[src/rtl/au_pkg.sv]
package au_pkg;

  // Thread and register file geometry, fixed by the operation encoding
  localparam int num_slices = 4;
  localparam int au_latency = 2;

  typedef logic [1:0]  slice_t;
  typedef logic [3:0]  reg_addr_t;
  typedef logic [31:0] word_t;
  typedef logic [14:0] au_op_t;
  typedef logic [7:0]  wb_addr_t;

  // Class code as formed from op[14:12], with op[12] forced low when op[14] is set
  typedef enum logic [2:0] {
    cls_long  = 3'b000,
    cls_short = 3'b001,
    cls_bitop = 3'b010,
    cls_addi  = 3'b011,
    cls_cmpi  = 3'b100,
    cls_ldi   = 3'b110
  } op_class_e;

  // Short form only reaches codes 0 to 7
  typedef enum logic [3:0] {
    cmd_or  = 4'h0,
    cmd_and = 4'h1,
    cmd_xor = 4'h2,
    cmd_add = 4'h3,
    cmd_sub = 4'h4,
    cmd_mov = 4'h8,
    cmd_not = 4'h9,
    cmd_neg = 4'hA,
    cmd_cmp = 4'hB
  } tworeg_cmd_e;

  typedef enum logic [2:0] {
    bit_set  = 3'd0,
    bit_clr  = 3'd1,
    bit_tst  = 3'd2,
    bit_shl  = 3'd4,
    bit_shr  = 3'd5,
    bit_asr  = 3'd6,
    bit_sext = 3'd7
  } bitop_cmd_e;

  typedef struct packed {
    logic ovfl;
    logic neg;
    logic zero;
  } au_flags_t;

  // Host word address map
  localparam wb_addr_t slot_base = 8'h00;
  localparam wb_addr_t reg_base  = 8'h40;
  localparam wb_addr_t flag_base = 8'h80;

endpackage

[src/rtl/au_wb_host.sv]
`timescale 1ns/10ps

module au_wb_host
(
  input  logic              CLK,
  input  logic              RST,
  input  logic              wb_cyc,
  input  logic              wb_stb,
  input  logic              wb_we,
  input  au_pkg::wb_addr_t  wb_adr,
  input  au_pkg::word_t     wb_dat_w,
  output au_pkg::word_t     wb_dat_r,
  output logic              wb_ack,
  output logic              slot_wr,
  output au_pkg::slice_t    slot_idx,
  output au_pkg::au_op_t    slot_op,
  input  logic [3:0]        slot_busy,
  output logic              host_we,
  output au_pkg::slice_t    host_slice,
  output au_pkg::reg_addr_t host_addr,
  output au_pkg::word_t     host_wdata,
  input  au_pkg::word_t     host_rdata,
  output au_pkg::slice_t    flag_slice,
  input  au_pkg::au_flags_t flags,
  input  logic              rc_vld
);

  logic          req;
  logic          slot_hit;
  logic          reg_hit;
  logic          flag_hit;
  logic          done;
  au_pkg::word_t rd_mux;

  // Request is open until its ack cycle
  assign req = wb_cyc && wb_stb && !wb_ack;

  assign slot_hit = (wb_adr[7:2] == au_pkg::slot_base[7:2]);
  assign reg_hit  = (wb_adr[7:6] == au_pkg::reg_base[7:6]);
  assign flag_hit = (wb_adr[7:2] == au_pkg::flag_base[7:2]);

  assign slot_idx   = wb_adr[1:0];
  assign slot_op    = wb_dat_w[14:0];
  assign host_slice = wb_adr[5:4];
  assign host_addr  = wb_adr[3:0];
  assign host_wdata = wb_dat_w;
  assign flag_slice = wb_adr[1:0];

  // Slot posts wait for a free slot, register writes for an idle writeback
  assign slot_wr = req && wb_we && slot_hit && !slot_busy[slot_idx];
  assign host_we = req && wb_we && reg_hit && !rc_vld;

  always_comb
  begin
    if (!wb_we)
      done = req;
    else if (slot_hit)
      done = slot_wr;
    else if (reg_hit)
      done = host_we;
    else
      done = req;
  end

  always_comb
  begin
    if (slot_hit)
      rd_mux = {31'd0, slot_busy[slot_idx]};
    else if (reg_hit)
      rd_mux = host_rdata;
    else if (flag_hit)
      rd_mux = {29'd0, flags};
    else
      rd_mux = 32'd0;
  end

  always_ff @(posedge CLK or posedge RST)
  begin
    if (RST)
      wb_ack <= 1'b0;
    else
      wb_ack <= done;
  end

  // Read data lands together with ack
  always_ff @(posedge CLK)
  begin
    if (req && !wb_we)
      wb_dat_r <= rd_mux;
  end

endmodule

[config.mk]
export PLATFORM = sky130hd
export DESIGN_NAME = au_wb_host
export DESIGN_NICKNAME = d
export VERILOG_FILES = /design/src/rtl/au_pkg.sv /design/src/rtl/au_wb_host.sv
export SDC_FILE = /design/constraint.sdc
export NUM_CORES = 1
export LEC_CHECK = 0
export ABC_AREA = 1
export BUFFER_PORTS_ARGS = -buffer_cell sky130_fd_sc_hd__buf_4
export CORE_AREA = 2 2 76 78
export CTS_CLUSTER_SIZE = 30
export DETAILED_ROUTE_END_ITERATION = 10
export DIE_AREA = 0 0 78 80
export MAX_ROUTING_LAYER = met4
export PLACE_DENSITY_LB_ADDON = 0.08
export SLEW_MARGIN = 25
export SYNTH_ARGS = -nofsm -noshare
export SYNTH_HDL_FRONTEND = slang
export SYNTH_SLANG_ARGS = --single-unit
[constraint.sdc]
create_clock -name CLK -period 2.85 [get_ports CLK]
set_input_delay 0.285 -clock CLK [delete_from_list [all_inputs] [get_ports CLK]]
set_output_delay 0.285 -clock CLK [all_outputs]
set_load 0.02 [all_outputs]
==> impl_metrics.env <==
export IMPL_status="finished clean"
export IMPL_use_met3_pct=6.900
export IMPL_grt_max_degree=31
export IMPL_post_cts_resized=0
export IMPL_num_antenna_cells=0
export IMPL_power_density_mw_per_mm2=425.6
export IMPL_die_area_mm2=0.006240
export IMPL_critPathArrivalTime_ns=1.54
export IMPL_grt_use_total_pct=11.76
export IMPL_finalCriticalPeriod_ns=1.567
export IMPL_worstSetupStartpointType="register"
export IMPL_cts_buffers=5
export IMPL_htree_levels=2
export IMPL_n_fill_cell=541
export IMPL_clk_insertion_delay_late_ns=0.27
export IMPL_ir_drop_v=0.0001455
export IMPL_slew_limit_headroom_pct=39.34
export IMPL_p_comb_share_pct=16.3
export IMPL_hold_violations=0
export IMPL_seqPwrFrac_pct=53.4
export IMPL_clk_path_buf_depth=2
export IMPL_rows=27
export IMPL_vias=1312
export IMPL_gp_congestion=0.7488
export IMPL_fmax_mhz=638.3
export IMPL_synth_area_top_cells="edfxtp_1, buf_4, inv_1"
export IMPL_grt_util_met2_pct=18.71
export IMPL_pin_count=177
export IMPL_coreArea_mm2=0.005405
export IMPL_drive_above_1_share_pct=47.54
export IMPL_yosysWarnings=0
export IMPL_wl_per_cell_um=11.60
export IMPL_syn_to_final_growth_pct=23.79
export IMPL_chipWidth_um=78
export IMPL_grt_setup_unrepaired="false"
export IMPL_endpoint_kind="register"
export IMPL_initial_core_util_pct=36.00
export IMPL_syn_area_mm2=0.001946
export IMPL_power_w=0.001025
export IMPL_cts_root_buf="clkbuf_8"
export IMPL_num_nets_final=329
export IMPL_instances_no_fill=316
export IMPL_synth_top_area_share_pct=49.39
export IMPL_die_y_um=80
export IMPL_fin_skew_ns=0.004056
export IMPL_postSynthAreaPerCell_um2=9.876
export IMPL_routed_via_density=4.152
export IMPL_syn_nets=282
export IMPL_grt_use_met1_pct=11.78
export IMPL_cts_sinks=33
export IMPL_switching_share_pct=22.70
export IMPL_grt_overflow=0
export IMPL_final_max_slew_violation_count=0
export IMPL_post_route_util_pct=44.56
export IMPL_p_switching_w=0.0002327
export IMPL_crit_path_top_delay_cell="nor2_4"
export IMPL_dr_pass1_iters=4
export IMPL_critPathMaxStageDelay_ns=0.42
export IMPL_port_buffers=97
export IMPL_totalWireLength_um=3665
export IMPL_synth_top_area_cell="edfxtp_1"
export IMPL_hold_path_class="in2reg"
export IMPL_hold_ws_ns=0.3019
export IMPL_tritoncts="done"
export IMPL_grt_pass1_vias=1244
export IMPL_synth_seq_cells=33
export IMPL_antenna_found_initial=0
export IMPL_crit_type="reg2reg"
export IMPL_placed_cells=308
export IMPL_ant_nets=0
export IMPL_drt_first_iter_violations=53
export IMPL_grt_pass1_wl_um=5520
export IMPL_crit_required_ns=2.83
export IMPL_leakage_nw=1.221
export IMPL_cp_cell_sequence="inv_1 > nand3_1 > nor2_4 > buf_4"
export IMPL_clk_pin_slew_ns=0.06
export IMPL_drc=0
export IMPL_synth_cell_types=15
export IMPL_fin_crit_sh_pct=54.97
export IMPL_syn_inst=197
export IMPL_path_max_fanout=18
export IMPL_p_int_w=0.0007925
export IMPL_setup_viol=0
export IMPL_synth_seq_area_share_pct=50.68
export IMPL_hpwl_um=2907
export IMPL_finalSetupTns_ns=0
export IMPL_maxCapViolations=0
export IMPL_clockPowerShare_pct=30.3
export IMPL_grt_busiest_layer="met2"
export IMPL_tightestPinTransition_ns=0.9066
==> registers in the layout (all words and copies together), names as in the netlist <==
name / count
wb_dat_r: 32
wb_ack: 1
==> metrics by stage <==
step                setup slack [ns]  cell area [um2]
floorplan                     0.4258             1946
global placement               1.214             2322
detailed placement             1.170             2322
CTS                            1.243             2409
global route                   1.151             2409
finish                         1.283             2409
==> worst max-delay path: cells and delay by family (launching register included) <==
family / cells / cell delay (ns)
AND/OR/NAND/NOR: 2 / 0.54
buffers and inverters: 2 / 0.35
flip-flops: 1 / 0.38
==> cells in the mapped netlist (all sizes together) <==
cell / count
buf: 60
dfrtp: 1
edfxtp: 32
nand4: 2
nand3b: 1
o21ai: 3
nand3: 12
nand2: 9
nor2: 35
inv: 42
==> power by group through the flow <==
stage / clock, W / combinational [W] / sequential (W)
6_report: 0.000311 / 0.000167 / 0.000547
3_5_place_dp: 0 / 0.000170 / 0.000557
5_1_grt: 0.000341 / 0.000184 / 0.000548
3_3_place_gp: 0 / 0.000170 / 0.000557
4_1_cts: 0.000327 / 0.000171 / 0.000547
2_1_floorplan: 0 / 0.000170 / 0.000570
==> cells by family after synthesis <==
family          after synthesis  synth area share [%]
simple gates                 59                 16.59
flops                        33                 50.67
buf+inv                     102                 31.96
compound gates                3                0.7715
==> path summary, 6_finish.rpt <==
path / start / endpoint / slack, ns / depth (start not counted)
setup / recovery: wb_ack / wb_dat_r[3] / 1.28 / 4
hold / removal: host_rdata[7] / wb_dat_r[7] / 0.30 / 3
setup reg to reg: wb_ack / wb_dat_r[3] / 1.28 / 4
hold reg to reg: wb_ack / wb_ack / 0.74 / 5
max in group asynchronous: RST / wb_ack / 2.36 / 3
min in group asynchronous: RST / wb_ack / 0.40 / 3
==> metal layers <==
metal / vias up / part of all wire, %
li1: 636 / -
met1: 566 / 36
met2: 101 / 48
met3: 9 / 15
met4: 0 / 1.4
met5: - / 0
==> layout make-up <==
cell class                 count  area, um2  share of cell area, %
tap                           72      90.09                  3.740
clock buffer                   6      72.57                  3.013
timing repair buffer         100      753.2                  31.27
clock inverter                 1      3.754                 0.1558
inverter                      42      157.7                  6.545
sequential                    33      985.9                  40.94
multi-input combinational     62      345.3                  14.34
==> cells in the final DEF, fill, tap and decap left out <==
| cell | synthesis | final |
|---|---|---|
| nand3_1 | 12 | 12 |
| nand3b_1 | 1 | 1 |
| nand2_2 | 1 | 1 |
| nor2_1 | 25 | 24 |
| buf_4 | 57 | 99 |
| clkbuf_8 | 0 | 5 |
| edfxtp_1 | 32 | 32 |
| o21ai_0 | 3 | 3 |
| clkbuf_1 | 0 | 1 |
| nor2_4 | 10 | 11 |
| dlygate4sd3_1 | 0 | 1 |
| nand2_1 | 8 | 8 |
| clkinv_1 | 0 | 1 |
| inv_1 | 42 | 42 |
| nand4_1 | 2 | 2 |
| dfrtp_1 | 1 | 1 |
==> repair_timing <==
| action | CTS | global route |
|---|---|---|
| buffers inserted | 0 | 0 |
| hold buffers | 1 | 0 |
| endpoints found under the hold margin | 1 | 0 |
| setup endpoints to repair | 0 | 0 |
Note: power is estimated with default switching activity, not from simulation.
