[config.mk]
export PLATFORM = sky130hd
export DESIGN_NAME = au_regfile_flat
export DESIGN_NICKNAME = d
export VERILOG_FILES = /design/src/rtl/au_pkg.sv /design/src/rtl/au_rf_if.sv /design/src/rtl/au_regfile.sv /design/src/flat_wrapper.sv
export SDC_FILE = /design/constraint.sdc
export NUM_CORES = 2
export LEC_CHECK = 0
export BUFFER_PORTS_ARGS = -buffer_cell sky130_fd_sc_hd__buf_4
export CORE_UTILIZATION = 30
export CTS_CLUSTER_DIAMETER = 100
export DETAILED_ROUTE_END_ITERATION = 12
export PLACE_DENSITY_LB_ADDON = 0.12
export SLEW_MARGIN = 20
export SYNTH_ARGS = -nofsm -noshare
export SYNTH_HDL_FRONTEND = slang
export SYNTH_SLANG_ARGS = --single-unit
[constraint.sdc]
create_clock -name CLK -period 5.8 [get_ports CLK]
set_clock_uncertainty 0.1 [all_clocks]
set_input_delay 0 -clock CLK [delete_from_list [all_inputs] [get_ports CLK]]
set_output_delay 0 -clock CLK [all_outputs]
set_load 0.01 [all_outputs]
[src/rtl/au_pkg.sv]
package au_pkg;

  // Thread and register file geometry, fixed by the operation encoding
  localparam int num_slices = 4;
  localparam int au_latency = 2;

  typedef logic [1:0]  slice_t;
  typedef logic [3:0]  reg_addr_t;
  typedef logic [31:0] word_t;
  typedef logic [14:0] au_op_t;
  typedef logic [7:0]  wb_addr_t;

  // Class code as formed from op[14:12], with op[12] forced low when op[14] is set
  typedef enum logic [2:0] {
    cls_long  = 3'b000,
    cls_short = 3'b001,
    cls_bitop = 3'b010,
    cls_addi  = 3'b011,
    cls_cmpi  = 3'b100,
    cls_ldi   = 3'b110
  } op_class_e;

  // Short form only reaches codes 0 to 7
  typedef enum logic [3:0] {
    cmd_or  = 4'h0,
    cmd_and = 4'h1,
    cmd_xor = 4'h2,
    cmd_add = 4'h3,
    cmd_sub = 4'h4,
    cmd_mov = 4'h8,
    cmd_not = 4'h9,
    cmd_neg = 4'hA,
    cmd_cmp = 4'hB
  } tworeg_cmd_e;

  typedef enum logic [2:0] {
    bit_set  = 3'd0,
    bit_clr  = 3'd1,
    bit_tst  = 3'd2,
    bit_shl  = 3'd4,
    bit_shr  = 3'd5,
    bit_asr  = 3'd6,
    bit_sext = 3'd7
  } bitop_cmd_e;

  typedef struct packed {
    logic ovfl;
    logic neg;
    logic zero;
  } au_flags_t;

  // Host word address map
  localparam wb_addr_t slot_base = 8'h00;
  localparam wb_addr_t reg_base  = 8'h40;
  localparam wb_addr_t flag_base = 8'h80;

endpackage

[src/rtl/au_rf_if.sv]
`timescale 1ns/10ps

interface au_rf_if;

  // Operand read selects, answered from the slice now issuing
  au_pkg::reg_addr_t ra_sel;
  au_pkg::reg_addr_t rb_sel;
  au_pkg::word_t     ra;
  au_pkg::word_t     rb;

  // Writeback, tagged with the slice that issued the operation
  logic              rc_vld;
  au_pkg::reg_addr_t rc_sel;
  au_pkg::word_t     rc;
  au_pkg::slice_t    rc_slice;

  modport core (
    output ra_sel, rb_sel, rc_vld, rc_sel, rc, rc_slice,
    input  ra, rb
  );

  modport rf (
    input  ra_sel, rb_sel, rc_vld, rc_sel, rc, rc_slice,
    output ra, rb
  );

endinterface

[src/rtl/au_regfile.sv]
`timescale 1ns/10ps

module au_regfile
(
  input  logic              CLK,
  input  logic              RST,
  au_rf_if.rf               rf,
  input  au_pkg::slice_t    slice,
  input  logic              host_we,
  input  au_pkg::slice_t    host_slice,
  input  au_pkg::reg_addr_t host_addr,
  input  au_pkg::word_t     host_wdata,
  output au_pkg::word_t     host_rdata
);

  // One bank of sixteen words per slice, addressed as {slice, register}
  au_pkg::word_t mem [au_pkg::num_slices * 16];

  logic       wr_en;
  logic [5:0] wr_idx;
  au_pkg::word_t wr_data;

  // Writeback wins, the host only gets idle cycles
  always_comb
  begin
    if (rf.rc_vld)
    begin
      wr_en   = 1'b1;
      wr_idx  = {rf.rc_slice, rf.rc_sel};
      wr_data = rf.rc;
    end
    else
    begin
      wr_en   = host_we;
      wr_idx  = {host_slice, host_addr};
      wr_data = host_wdata;
    end
  end

  // No writes while reset is held
  always_ff @(posedge CLK)
  begin
    if (wr_en && !RST)
      mem[wr_idx] <= wr_data;
  end

  assign rf.ra = mem[{slice, rf.ra_sel}];
  assign rf.rb = mem[{slice, rf.rb_sel}];

  assign host_rdata = mem[{host_slice, host_addr}];

endmodule

[src/flat_wrapper.sv]
// flat-port wrapper written by rule: the top's interface ports become plain ports
module au_regfile_flat 
  (CLK, RST, slice, host_we, host_slice, host_addr, host_wdata, host_rdata, rf_ra_sel, rf_rb_sel, rf_rc_vld, rf_rc_sel, rf_rc, rf_rc_slice, rf_ra, rf_rb);
  au_rf_if rf_i ();
  input  logic CLK;
  input  logic RST;
  input  au_pkg::slice_t slice;
  input  logic host_we;
  input  au_pkg::slice_t host_slice;
  input  au_pkg::reg_addr_t host_addr;
  input  au_pkg::word_t host_wdata;
  output au_pkg::word_t host_rdata;
  input wire logic [$bits(rf_i.ra_sel)-1:0] rf_ra_sel;
  input wire logic [$bits(rf_i.rb_sel)-1:0] rf_rb_sel;
  input wire logic [$bits(rf_i.rc_vld)-1:0] rf_rc_vld;
  input wire logic [$bits(rf_i.rc_sel)-1:0] rf_rc_sel;
  input wire logic [$bits(rf_i.rc)-1:0] rf_rc;
  input wire logic [$bits(rf_i.rc_slice)-1:0] rf_rc_slice;
  output wire logic [$bits(rf_i.ra)-1:0] rf_ra;
  output wire logic [$bits(rf_i.rb)-1:0] rf_rb;
  assign rf_i.ra_sel = rf_ra_sel;
  assign rf_i.rb_sel = rf_rb_sel;
  assign rf_i.rc_vld = rf_rc_vld;
  assign rf_i.rc_sel = rf_rc_sel;
  assign rf_i.rc = rf_rc;
  assign rf_i.rc_slice = rf_rc_slice;
  assign rf_ra = rf_i.ra;
  assign rf_rb = rf_i.rb;
  au_regfile u_core (.CLK(CLK), .RST(RST), .rf(rf_i), .slice(slice), .host_we(host_we), .host_slice(host_slice), .host_addr(host_addr), .host_wdata(host_wdata), .host_rdata(host_rdata));
endmodule
==> results.md <==
- Setup Total Neg Slack: 0 ns
- Die area: 368100 µm²
- Family with the most delay on the worst path: buffers and inverters
- Lkg Pwr: around 0.039 µW
- Fillers: 33723
- H-Tree Depth: 4
- Grt total ovfl: 0
- Area leader, netlist: edfxtp_1
- Seq/Total Area, Yosys: 0.5606
- Register area: 61500 µm²
- Routability cong.: 0.8882
- Worst VDD drop: 0.2539 mV
- Crit path time final: roughly 4.2 ns
- RSZ-0062 raised after global routing: no
- Crit-path max FO: 35
- Vias in the first global route: 71446
- Worst path slowest cell: nor2_4
- Slew of the pin with the lowest slew margin: 1.336 ns
- Mapped Cells: between 5000 and 6000
- CP max stage delay: 0.95 ns
- CP startpoint kind: primary input
- Synth Register Bits: between 2000 and 2500
- Drt initial violations: 10624
- Regs by FF count: u_core.mem: 2048 flops
- Fin crit share: 0.7184
- CP Depth: 9
- Crit end category: register
- Top-Level Pins: 186
- Setup repair bufs after CTS: 0
- Maxcap violations: 0
- Crit path to: u_core.mem[45][1]
- Yosys warning count: 0
- Die Height: 606.7 µm
- Largest register FFs: 2048
- # setup viols final: 0
- Nets: between 6000 and 7000
- Largest net degree at the start of global routing: a little over 90
- Synth Area per Inst: 19.19 µm²
- Routed WL per cell: 47.38 µm
- Crit path buf inv count: 5
- IO buf count: about 190
- Post-DP HPWL: 334800 µm
- Cell Area, Synth: 109700 µm²
- Critical Path RT: 6.31 ns
- CP Launch Point: rf_rc_vld
- Cell Pwr Density: 291.5 nW/µm²
- Hold Path Class: in2reg
- Clock root buffer master: clkbuf_16
- Biggest register: u_core.mem
- Row Count: ~220
- Post-synthesis cell type count: 55
- Critical-path cell list: dlygate4sd3_1 -> buf_4 -> buf_4 -> nand2_1 -> a2111oi_0 -> dlygate4sd3_1 -> nand2b_1 -> nor2_4 -> buf_12
- Post-synth EDFFs: 2048
- CTS-repair resized insts: 0
- Core area: between 300000 and 400000 µm²
- Synth-to-layout area growth: 16.35%
- Slew Limit Fails: 0
- Post-CTS Hold Buffers: 77
- Data arrival time of the worst path: 4.68 ns
- CTS tree: done
- Initial DRT Pass Iterations: 6
- DR vias: 72612
- Crit path kind: in2reg
- Final wirelength: between 500000 and 600000 µm
- Initial antenna violation count: 34
- Synth Flop Type: edfxtp_1
- Vias per inst: 6.543
- Clk slew on worst S/H paths: 0.06 ns
- Layout cells sized above 1: 0.4252
- Antenna-violating nets left: 0
- Post-Layout Cell Count: 11097
- Initial Util: 0.3022
- Clock Tree Buf Depth: 4
- Die width: 606.7 µm
- Ys async rst share: 0
- Endpoints failing hold: 0
- Synth top area share: 0.5606
- Slew margin rel.: 0.1090
- Total GRT Usage: 0.2822
- First-pass GRT wire length: 693600 µm
- Fmax: 0.2400 GHz
- CTS buffer count: 241
- Area contributors post-synth: edfxtp_1, mux4_2, mux2i_1
- Drt drc: 0
- Status: finished, final reports clean
- Post-Place Cells: roughly 11000
- CTS Sinks: 2048
- Syn Nets: 5807
- Multi-input logic area: 46010 µm²
## cell type report
class / count / share of cell area
flip-flops and latches: 2048 / 0.4818
clock inverters: 156 / 0.01219
inverters: 4 / 0.0001274
diodes: 24 / 0.0004705
repair buffers: 668 / 0.04869
clock buffers: 287 / 0.04927
multi-input cells: 3116 / 0.3605
well taps: 4794 / 0.04699
## power by group
part	internal, µW	switching (µW)
registers	16500	60.0
clock network	8980	6650
logic	1790	3230
## cell usage after synthesis, drive strengths merged, types with 74 or more instances
| master | count |
|---|---|
| nor2 | 179 |
| buf | 355 |
| o221ai | 87 |
| mux4 | 1517 |
| mux2i | 140 |
| edfxtp | 2048 |
| a22o | 104 |
| a21oi | 107 |
| mux2 | 74 |
| clkbuf | 194 |
| nand2 | 99 |
| a22oi | 110 |
| a221oi | 154 |
| o22ai | 207 |
## layout by cell type, fill, tap and decap left out, types with 13 or more instances in the layout
cell / count
a211oi_1: 19
a21oi_1: 105
a221oi_1: 149
a22o_1: 104
a22oi_1: 109
a31oi_1: 25
and2_1: 13
and3_1: 13
buf_12: 66
buf_4: 511
bufinv_16: 29
clkbuf_1: 42
clkbuf_16: 245
clkinv_1: 48
clkinv_2: 57
diode_2: 24
dlygate4sd3_1: 74
edfxtp_1: 2048
mux2_2: 72
mux2i_1: 140
mux4_2: 1517
nand2_1: 95
nand2b_1: 22
nand3_1: 46
nor2_1: 107
nor2_4: 68
nor2b_1: 23
nor3_1: 18
o21ai_0: 38
o21ai_1: 13
o221ai_1: 87
o22a_1: 15
o22ai_1: 207
## how the worst min path moves through the flow
stage                  start                 end  slack, ns  depth (start not counted)
2_1_floorplan       slice[0]           rf_ra[27]       0.28                          5
3_3_place_gp   host_wdata[4]   u_core.mem[26][4]       0.31                          2
3_5_place_dp   host_wdata[4]   u_core.mem[27][4]       0.32                          2
4_1_cts             rf_rc[7]   u_core.mem[57][7]      0.005                          2
5_1_grt        host_wdata[9]   u_core.mem[27][9]       0.07                          3
6_report           rf_rc[11]  u_core.mem[12][11]       0.07                          3
## per-stage QoR
step | utilization | power (µW) | area, µm² | hold WS, ns | setup slack (ns)
4_1_cts | 0.3513 | 37440 | 127600 | 0.005416 | 1.618
3_5_place_dp | 0.3275 | 21820 | 118900 | 0.3196 | 1.615
5_1_grt | 0.3515 | 38020 | 127600 | 0.06551 | 1.635
2_1_floorplan | - | 19410 | 109700 | 0.2829 | 2.553
6_report | 0.3516 | 37210 | 127600 | 0.07349 | 1.633
3_3_place_gp | 0.3270 | 21820 | 118700 | 0.3106 | 1.413
## metal layers
metal | track usage | wire length (µm) | vias to the layer above
met5 | 0 | 173 | -
met4 | 0.1513 | 32970 | 28
met3 | 0.05900 | 44910 | 929
met2 | 0.4392 | 241900 | 4744
met1 | 0.3702 | 205900 | 40309
li1 | - | - | 26602
## cells by family (layout without fill, tap and decap cells)
kind of cell	Yosys count	in the layout	synth area share
muxes	1731	1731	0.3318
other	0	24	0
DFF	2048	2048	0.5606
and+or+nand+nor	478	478	0.02040
buffers and inverters	553	1115	0.02700
AOI/OAI and AO/OA	907	907	0.06024
(Power assumes the default switching activity.)
