File: config.mk
export PLATFORM = sky130hd
export DESIGN_NAME = au_core_flat
export DESIGN_NICKNAME = d
export VERILOG_FILES = /design/src/rtl/au_pkg.sv /design/src/rtl/au_rf_if.sv /design/src/rtl/au_core.sv /design/src/flat_wrapper.sv
export SDC_FILE = /design/constraint.sdc
export NUM_CORES = 1
export LEC_CHECK = 0
export ABC_CLOCK_PERIOD_IN_PS = 5300
export BUFFER_PORTS_ARGS = -buffer_cell sky130_fd_sc_hd__buf_2
export CAP_MARGIN = 15
export CORE_UTILIZATION = 25
export DETAILED_ROUTE_END_ITERATION = 16
export GPL_TIMING_DRIVEN = 0
export PLACE_DENSITY_LB_ADDON = 0.1
export SLEW_MARGIN = 5
export SYNTH_ARGS = -nofsm -noshare
export SYNTH_HDL_FRONTEND = slang
export SYNTH_SLANG_ARGS = --single-unit
File: constraint.sdc
create_clock -name CLK -period 5.3 [get_ports CLK]
set_input_delay 1.325 -clock CLK [delete_from_list [all_inputs] [get_ports CLK]]
set_output_delay 1.325 -clock CLK [all_outputs]
set_load 0.05 [all_outputs]
File: src/rtl/au_pkg.sv
package au_pkg;

  // Thread and register file geometry, fixed by the operation encoding
  localparam int num_slices = 4;
  localparam int au_latency = 2;

  typedef logic [1:0]  slice_t;
  typedef logic [3:0]  reg_addr_t;
  typedef logic [31:0] word_t;
  typedef logic [14:0] au_op_t;
  typedef logic [7:0]  wb_addr_t;

  // Class code as formed from op[14:12], with op[12] forced low when op[14] is set
  typedef enum logic [2:0] {
    cls_long  = 3'b000,
    cls_short = 3'b001,
    cls_bitop = 3'b010,
    cls_addi  = 3'b011,
    cls_cmpi  = 3'b100,
    cls_ldi   = 3'b110
  } op_class_e;

  // Short form only reaches codes 0 to 7
  typedef enum logic [3:0] {
    cmd_or  = 4'h0,
    cmd_and = 4'h1,
    cmd_xor = 4'h2,
    cmd_add = 4'h3,
    cmd_sub = 4'h4,
    cmd_mov = 4'h8,
    cmd_not = 4'h9,
    cmd_neg = 4'hA,
    cmd_cmp = 4'hB
  } tworeg_cmd_e;

  typedef enum logic [2:0] {
    bit_set  = 3'd0,
    bit_clr  = 3'd1,
    bit_tst  = 3'd2,
    bit_shl  = 3'd4,
    bit_shr  = 3'd5,
    bit_asr  = 3'd6,
    bit_sext = 3'd7
  } bitop_cmd_e;

  typedef struct packed {
    logic ovfl;
    logic neg;
    logic zero;
  } au_flags_t;

  // Host word address map
  localparam wb_addr_t slot_base = 8'h00;
  localparam wb_addr_t reg_base  = 8'h40;
  localparam wb_addr_t flag_base = 8'h80;

endpackage

File: src/rtl/au_rf_if.sv
`timescale 1ns/10ps

interface au_rf_if;

  // Operand read selects, answered from the slice now issuing
  au_pkg::reg_addr_t ra_sel;
  au_pkg::reg_addr_t rb_sel;
  au_pkg::word_t     ra;
  au_pkg::word_t     rb;

  // Writeback, tagged with the slice that issued the operation
  logic              rc_vld;
  au_pkg::reg_addr_t rc_sel;
  au_pkg::word_t     rc;
  au_pkg::slice_t    rc_slice;

  modport core (
    output ra_sel, rb_sel, rc_vld, rc_sel, rc, rc_slice,
    input  ra, rb
  );

  modport rf (
    input  ra_sel, rb_sel, rc_vld, rc_sel, rc, rc_slice,
    output ra, rb
  );

endinterface

File: src/rtl/au_core.sv
`timescale 1ns/10ps

module au_core
(
  input  logic              CLK,
  input  logic              RST,
  input  au_pkg::slice_t    slice,
  input  logic              op_vld,
  input  au_pkg::au_op_t    op,
  au_rf_if.core             rf,
  input  au_pkg::slice_t    flag_slice,
  output au_pkg::au_flags_t flags
);

  function automatic logic [32:0] ext33(input au_pkg::word_t w);
    return {w[31], w};
  endfunction

  // Stage 0, decode in the issue cycle
  au_pkg::op_class_e cls;
  logic              short_form;
  logic [3:0]        tw_cmd;
  logic [2:0]        bop_cmd;
  logic [4:0]        bop_idx;
  au_pkg::word_t     imm;
  au_pkg::reg_addr_t rc_sel_s0;
  logic              wb_s0;

  assign cls = op[14] ? au_pkg::op_class_e'({op[14:13], 1'b0})
                      : au_pkg::op_class_e'(op[14:12]);
  assign short_form = (cls == au_pkg::cls_short);

  assign tw_cmd  = short_form ? {1'b0, op[11:9]} : op[11:8];
  assign bop_cmd = op[11:9];
  assign bop_idx = op[8:4];
  assign imm     = op[14] ? {{23{op[12]}}, op[12:4]} : {{24{op[11]}}, op[11:4]};

  assign rf.ra_sel = short_form ? {1'b0, op[2:0]} : op[3:0];
  assign rf.rb_sel = short_form ? {1'b0, op[5:3]} : op[7:4];
  assign rc_sel_s0 = short_form ? {1'b0, op[8:6]} : op[3:0];

  // Compares and bit tests only touch the flags
  always_comb
  begin
    case (cls)
      au_pkg::cls_long, au_pkg::cls_short: wb_s0 = (tw_cmd != au_pkg::cmd_cmp);
      au_pkg::cls_bitop:                   wb_s0 = (bop_cmd != au_pkg::bit_tst);
      au_pkg::cls_cmpi:                    wb_s0 = 1'b0;
      default:                             wb_s0 = 1'b1;
    endcase
  end

  // Stage 1, operands registered
  logic              vld_q;
  logic              wb_q;
  au_pkg::word_t     a_q;
  au_pkg::word_t     b_q;
  logic [3:0]        cmd_q;
  au_pkg::op_class_e cls_q;
  au_pkg::reg_addr_t sel_q;
  au_pkg::slice_t    slice_q;

  always_ff @(posedge CLK)
  begin
    if (op_vld)
    begin
      a_q     <= rf.ra;
      cls_q   <= cls;
      sel_q   <= rc_sel_s0;
      slice_q <= slice;
      // Immediate or bit index takes the place of B
      if (cls == au_pkg::cls_bitop)
      begin
        b_q   <= {27'd0, bop_idx};
        cmd_q <= {1'b0, bop_cmd};
      end
      else
      begin
        b_q   <= (op[14] || cls == au_pkg::cls_addi) ? imm : rf.rb;
        cmd_q <= tw_cmd;
      end
    end
  end

  // Result units, evaluated in T+1
  logic [32:0] a_ext;
  logic [32:0] b_ext;
  logic [32:0] tw_res;
  logic [32:0] bit_res;
  logic [32:0] imm_res;
  logic [32:0] result;
  logic [4:0]  idx;
  logic [31:0] hi_mask;
  logic [31:0] one_hot;

  assign a_ext   = ext33(a_q);
  assign b_ext   = ext33(b_q);
  assign idx     = b_q[4:0];
  assign hi_mask = 32'hFFFF_FFFF << idx;
  assign one_hot = 32'd1 << idx;

  // Logic results are sign-extended so only true arithmetic can overflow
  always_comb
  begin
    case (cmd_q)
      au_pkg::cmd_or:  tw_res = ext33(a_q | b_q);
      au_pkg::cmd_and: tw_res = ext33(a_q & b_q);
      au_pkg::cmd_xor: tw_res = ext33(a_q ^ b_q);
      au_pkg::cmd_add: tw_res = a_ext + b_ext;
      au_pkg::cmd_sub: tw_res = a_ext - b_ext;
      au_pkg::cmd_mov: tw_res = b_ext;
      au_pkg::cmd_not: tw_res = ~b_ext;
      au_pkg::cmd_neg: tw_res = 33'd0 - b_ext;
      au_pkg::cmd_cmp: tw_res = a_ext - b_ext;
      default:         tw_res = 33'd0;
    endcase
  end

  always_comb
  begin
    case (cmd_q[2:0])
      au_pkg::bit_set:  bit_res = ext33(a_q | one_hot);
      au_pkg::bit_clr:  bit_res = ext33(a_q & ~one_hot);
      au_pkg::bit_tst:  bit_res = ext33(a_q & one_hot);
      au_pkg::bit_shl:  bit_res = ext33(a_q << idx);
      au_pkg::bit_shr:  bit_res = ext33(a_q >> idx);
      au_pkg::bit_asr:  bit_res = ext33($signed(a_q) >>> idx);
      // Copy the chosen bit into every bit above it
      au_pkg::bit_sext: bit_res = ext33(a_q[idx] ? (a_q | hi_mask) : (a_q & ~hi_mask));
      default:          bit_res = 33'd0;
    endcase
  end

  always_comb
  begin
    case (cls_q)
      au_pkg::cls_addi: imm_res = a_ext + b_ext;
      au_pkg::cls_cmpi: imm_res = a_ext - b_ext;
      au_pkg::cls_ldi:  imm_res = b_ext;
      default:          imm_res = 33'd0;
    endcase
  end

  always_comb
  begin
    case (cls_q)
      au_pkg::cls_bitop:                                 result = bit_res;
      au_pkg::cls_addi, au_pkg::cls_cmpi, au_pkg::cls_ldi: result = imm_res;
      default:                                           result = tw_res;
    endcase
  end

  // Stage 2, result registered at the end of T+1
  logic              vld2;
  logic              wb2;
  logic [32:0]       res_q;
  au_pkg::reg_addr_t sel2;
  au_pkg::slice_t    slice2;

  always_ff @(posedge CLK)
  begin
    if (vld_q)
    begin
      res_q  <= result;
      sel2   <= sel_q;
      slice2 <= slice_q;
    end
  end

  always_ff @(posedge CLK or posedge RST)
  begin
    if (RST)
    begin
      vld_q <= 1'b0;
      wb_q  <= 1'b0;
      vld2  <= 1'b0;
      wb2   <= 1'b0;
    end
    else
    begin
      vld_q <= op_vld;
      wb_q  <= op_vld && wb_s0;
      vld2  <= vld_q;
      wb2   <= wb_q;
    end
  end

  assign rf.rc_vld   = wb2;
  assign rf.rc_sel   = sel2;
  assign rf.rc       = res_q[31:0];
  assign rf.rc_slice = slice2;

  // Flags follow every result, in the bank of the slice that issued it
  au_pkg::au_flags_t flag_bank [au_pkg::num_slices];
  au_pkg::au_flags_t new_flags;

  assign new_flags.zero = (res_q[31:0] == 32'd0);
  assign new_flags.neg  = res_q[31];
  assign new_flags.ovfl = res_q[32] ^ res_q[31];

  always_ff @(posedge CLK or posedge RST)
  begin
    if (RST)
    begin
      for (int i = 0; i < au_pkg::num_slices; i++)
        flag_bank[i] <= '0;
    end
    else if (vld2)
    begin
      flag_bank[slice2] <= new_flags;
    end
  end

  assign flags = flag_bank[flag_slice];

endmodule

File: src/flat_wrapper.sv
// flat-port wrapper written by rule: the top's interface ports become plain ports
module au_core_flat 
  (CLK, RST, slice, op_vld, op, flag_slice, flags, rf_ra_sel, rf_rb_sel, rf_rc_vld, rf_rc_sel, rf_rc, rf_rc_slice, rf_ra, rf_rb);
  au_rf_if rf_i ();
  input  logic CLK;
  input  logic RST;
  input  au_pkg::slice_t slice;
  input  logic op_vld;
  input  au_pkg::au_op_t op;
  input  au_pkg::slice_t flag_slice;
  output au_pkg::au_flags_t flags;
  output wire logic [$bits(rf_i.ra_sel)-1:0] rf_ra_sel;
  output wire logic [$bits(rf_i.rb_sel)-1:0] rf_rb_sel;
  output wire logic [$bits(rf_i.rc_vld)-1:0] rf_rc_vld;
  output wire logic [$bits(rf_i.rc_sel)-1:0] rf_rc_sel;
  output wire logic [$bits(rf_i.rc)-1:0] rf_rc;
  output wire logic [$bits(rf_i.rc_slice)-1:0] rf_rc_slice;
  input wire logic [$bits(rf_i.ra)-1:0] rf_ra;
  input wire logic [$bits(rf_i.rb)-1:0] rf_rb;
  assign rf_ra_sel = rf_i.ra_sel;
  assign rf_rb_sel = rf_i.rb_sel;
  assign rf_rc_vld = rf_i.rc_vld;
  assign rf_rc_sel = rf_i.rc_sel;
  assign rf_rc = rf_i.rc;
  assign rf_rc_slice = rf_i.rc_slice;
  assign rf_i.ra = rf_ra;
  assign rf_i.rb = rf_rb;
  au_core u_core (.CLK(CLK), .RST(RST), .slice(slice), .op_vld(op_vld), .op(op), .rf(rf_i), .flag_slice(flag_slice), .flags(flags));
endmodule
==> results list <==
- Origin of the critical flop-to-flop path: u_core.b_q[2]$_DFFE_PP_
- Area post-placement: 20100 um2
* #FFs+latches synth: 132
- After detailed routing, the total wire length is roughly 120000 um.
* Number of iterations in the first detailed-routing pass: 6
* Synthesized net count: approximately 2500
- Slew of the pin with the lowest slew margin: 1.29 ns
- Relative to the synthesized area, the layout overhead comes to 14.8%.
- Violations in the final reports: setup timing
* Number of pins exceeding their max-slew limit in the final report: 0
- The first global-routing pass estimated about 160000 um of wire.
* Critical path arrival: 5.47 ns
- With fillers left out, the area of the finished cells amounts to approximately 21000 um2.
- Drt via density: 6.21
- The detailed router finished its first iteration with 3192 violations.
- TritonCTS built the clock tree.
- Total clock buffers created by CTS: 17
- Timing analysis after detailed placement gives a worst setup slack of -0.670 ns.
* Maximum fanout along the worst path: 10
* WS Path Type: register to register
- Remaining number of nets flagged by the antenna check after routing: 0
* Dominant register cell in the synthesized netlist: sky130_fd_sc_hd__edfxtp_1
* Starting Density: 0.253
- Sort of element at the start of the critical path: register
- Across the run, the number of max-cap violations was 0.
- Net total in the final layout: 2689
- The total overflow left after global routing is 0.
- R2r setup slk: -0.008 ns
- Height of the die: 271 um
* Die Width: 271 um
- In this run the core area contains 98 standard-cell rows.
* Sequential fraction of the synthesis area: 0.215
- During synthesis, Yosys emitted a total of 0 warnings.
* Min Tclk post-route: 5.31 ns
* Num Clock Sinks: 132
* Average wire per standard cell: 34.4 um
* Setup slack of the critical path after layout: -0.00838 ns
- Class of the worst hold path: register to register
- The clock passes through at most 2 buffers.
- Final std cells w/o fill: 3454
* Crit path capture: u_core.res_q[0]$_DFFE_PP_
* Leak pwr: 7.88 nW
- The number of hold-slack violations in the final timing report came to 0.
* Worst setup startpoint: u_core.b_q[2]$_DFFE_PP_
- Post-synthesis instance area: 18100 um2
* Number of fill cells: 7843
- Worst setup skew after layout: 0.0187 ns
* Clock latency of the later-clocked register in the worst-skew pair: 0.52 ns
- Worst setup EP type: register
- Gate Count Post-Synth: 2329
- Total Die Area: approximately 73000 um2
* CTS clock-pin slew for the worst setup and hold paths: 0.08 ns
- Synth async-reset ratio: 0.121
- Floorplan core area: 71500 um2
- At the end of routability-driven placement, the weighted congestion stood at 1.05.
* Final cycle utilization of the critical path: 1.00
- Hold buffer count at cts: 0
* Depth of the CTS H-tree: 4
- Once placement completed, the tool counted placed cells totaling 3421.
- Entering global routing, the biggest net connects 42 pins.
- For this run, the total global-route usage over all layers was measured as 0.316.
- Counting distinct cell types in the post-synthesis netlist gives around 100.
- Vias in the first global route: around 20000
- The detailed router placed between 20000 and 25000 vias in this run.
- Dividing total power by cell area gives a power density of 303 nW/um2.
* # DRC: 0
- The worst register-to-register path has a depth of 10.
- Half-perimeter wire length after detailed placement: 94300 um
- Worst supply voltage drop on vdd: 0.000233 V
- The worst register-to-register path ends at u_core.res_q[0]$_DFFE_PP_.
- Antenna violations before repair: 2
* Worst rel slew slack: 0.134
- Static timing analysis puts the maximum clock frequency at between 150 and 200 MHz.
- For the worst setup path, the data required time is approximately 5.5 ns.
- In the final layout, the share of cells above drive strength 1 is 0.149.
- Number of placed I/O pins: around 140
* Unrepaired setup endpoints after global routing: no
* Count of port buffers added during placement: 135
- The tree is rooted in a sky130_fd_sc_hd__clkbuf_16.
- Count of endpoints failing setup in the final report: 1
- Final design utilization: 0.290
- The flow ran to the end, but the final reports show violations.
- Post-synth EDFFs: 116
- Post-synthesis average cell area: 7.75 um2
- Final-layout setup total negative slack: -0.00838 ns
[layout make-up]
| type | instances | area (um2) | share of cell area |
|---|---|---|---|
| Multi-Input combinational cell | 1875 | 12700 | 0.614 |
| Buffer | 218 | 1160 | 0.0561 |
| Clock buffer | 17 | 425 | 0.0205 |
| Sequential cell | 132 | 3880 | 0.187 |
| Timing Repair Buffer | 143 | 778 | 0.0375 |
| Tap cell | 950 | 1190 | 0.0573 |
| Inverter | 102 | 387 | 0.0186 |
| Clock inverter | 15 | 179 | 0.00863 |
| Antenna cell | 2 | 5.00 | 0.000241 |
[logic make-up (layout without fill, tap and decap cells)]
logic type / Yosys count / after routing / synth area share
AO/OA/AOI/OAI: 869 / 869 / 0.319
XOR/XNOR: 51 / 51 / 0.0247
adder cells (fa/ha/maj): 114 / 114 / 0.0798
buffers and inverters: 322 / 495 / 0.0852
flip-flops: 132 / 132 / 0.215
multiplexers: 156 / 156 / 0.107
other: 0 / 2 / 0
AND/OR/NAND/NOR: 685 / 685 / 0.169
[cell usage after synthesis, drive strengths merged, types with 7 or more instances]
cell type  number  area share
clkbuf        119       0.025
nor3           44       0.013
a222oi         10      0.0055
inv           100       0.021
o22ai          48       0.017
o31ai          24       0.010
xnor2          50       0.024
or3             8      0.0028
o311ai          7      0.0034
nand2         250       0.052
dfrtp          16       0.022
o21bai         20      0.0083
a32oi          12      0.0058
a21o           16      0.0067
buf           101       0.039
a211oi         44       0.019
o221ai         30       0.015
a31oi          42       0.015
a22oi          21      0.0087
o21a            8      0.0033
a211o          11      0.0053
a21oi         240       0.068
nor4           21      0.0096
and2           13      0.0045
mux2           39       0.025
a221oi         39       0.019
a2111oi         7      0.0048
o211ai         29       0.012
edfxtp        116        0.19
mux2i          93       0.052
a221o          25       0.014
nand4          12      0.0045
ha            112       0.078
mux4           24       0.031
nor2b          19      0.0066
o21ai         177       0.049
nand3          38       0.011
nor2          246       0.052
nand2b         12      0.0042
[per-layer routing]
metal  part of all wire  GRT usage  vias to the layer above  wire length (um)
li1                   -          -                     9091                 -
met1               0.44      0.439                    10700             51600
met2               0.42      0.466                     1412             50200
met3              0.098     0.0686                      237             11600
met4              0.045      0.131                        0              5320
met5                  0          0                        -                 0
[how the worst min path moves through the flow]
stage / startpoint / endpoint / depth (start not counted)
after floorplan: u_core.wb_q$_DFF_PP0_ / u_core.rf.rc_vld$_DFF_PP0_ / 0
after global placement: u_core.wb_q$_DFF_PP0_ / u_core.rf.rc_vld$_DFF_PP0_ / 0
after detailed placement: u_core.wb_q$_DFF_PP0_ / u_core.rf.rc_vld$_DFF_PP0_ / 0
after CTS: u_core.wb_q$_DFF_PP0_ / u_core.rf.rc_vld$_DFF_PP0_ / 0
after global routing: u_core.wb_q$_DFF_PP0_ / u_core.rf.rc_vld$_DFF_PP0_ / 0
final: u_core.wb_q$_DFF_PP0_ / u_core.rf.rc_vld$_DFF_PP0_ / 0
[stage by stage]
stage          hold slack, ns  power [W]
4_1_cts                 0.355    0.00618
6_report                0.352    0.00629
2_1_floorplan           0.331    0.00353
3_3_place_gp            0.339    0.00486
3_5_place_dp            0.337    0.00485
5_1_grt                 0.366    0.00650
[cell usage in the layout (no fill, tap or decap), types with 12 or more instances in the layout]
cell                          n
sky130_fd_sc_hd__a21o_1      16
sky130_fd_sc_hd__o22ai_1     48
sky130_fd_sc_hd__nor2_1     245
sky130_fd_sc_hd__buf_1       14
sky130_fd_sc_hd__buf_2      159
sky130_fd_sc_hd__a21oi_1    236
sky130_fd_sc_hd__edfxtp_1   116
sky130_fd_sc_hd__inv_1       95
sky130_fd_sc_hd__nor2b_1     19
sky130_fd_sc_hd__mux2i_1     92
sky130_fd_sc_hd__nand2_1    250
sky130_fd_sc_hd__mux4_2      19
sky130_fd_sc_hd__nand2b_1    12
sky130_fd_sc_hd__ha_1       112
sky130_fd_sc_hd__a221oi_1    38
sky130_fd_sc_hd__a221o_1     25
sky130_fd_sc_hd__and2_1      12
sky130_fd_sc_hd__nand3_1     37
sky130_fd_sc_hd__o221ai_1    30
sky130_fd_sc_hd__nor4_1      16
sky130_fd_sc_hd__nor3_1      39
sky130_fd_sc_hd__clkbuf_16   17
sky130_fd_sc_hd__a211oi_1    42
sky130_fd_sc_hd__a31oi_1     41
sky130_fd_sc_hd__a22oi_1     21
sky130_fd_sc_hd__o21bai_1    20
sky130_fd_sc_hd__xnor2_1     50
sky130_fd_sc_hd__mux2_2      38
sky130_fd_sc_hd__o31ai_1     21
sky130_fd_sc_hd__clkbuf_1   115
sky130_fd_sc_hd__o211ai_1    29
sky130_fd_sc_hd__dfrtp_1     15
sky130_fd_sc_hd__a32oi_1     12
sky130_fd_sc_hd__o21ai_0    162
sky130_fd_sc_hd__buf_4       54
[state kept, by name, indices dropped and copies added (netlist names)]
name	flops
u_core.cls_q	3
u_core.rf.rc_vld	1
u_core.flag_bank	12
u_core.slice_q	2
u_core.b_q	32
u_core.rf.rc_slice	2
u_core.a_q	32
u_core.rf.rc_sel	4
u_core.cmd_q	4
u_core.vld2	1
u_core.wb_q	1
u_core.vld_q	1
u_core.sel_q	4
u_core.res_q	33
[timing repair]
action,CTS,global route
gates resized for setup,10,10
setup buffers,0,1
pin swaps,0,1
endpoints found under the hold margin,0,0
endpoints found under the setup margin,14,5
[power by group]
part / leakage (nW) / internal [W] / switching [W]
Sequential: 1.33 / 0.00130 / 0.000221
Clock: 0.296 / 0.000636 / 0.000667
Combinational: 6.26 / 0.00104 / 0.00242
Total: 7.88 / 0.00298 / 0.00331
[worst max-delay path, stage by stage, from the launching register on]
cell and delay, ns:
sky130_fd_sc_hd__edfxtp_1 0.66, sky130_fd_sc_hd__buf_2 0.46, sky130_fd_sc_hd__mux4_1 0.22, sky130_fd_sc_hd__nor2_1 0.05, sky130_fd_sc_hd__a31oi_1 0.94, sky130_fd_sc_hd__o21ai_1 0.23
sky130_fd_sc_hd__o21bai_1 0.58, sky130_fd_sc_hd__buf_2 0.33, sky130_fd_sc_hd__buf_2 0.38, sky130_fd_sc_hd__a221oi_1 0.15, sky130_fd_sc_hd__o21ai_0 0.94
No activity file was read; power rests on OpenSTA's default activity.
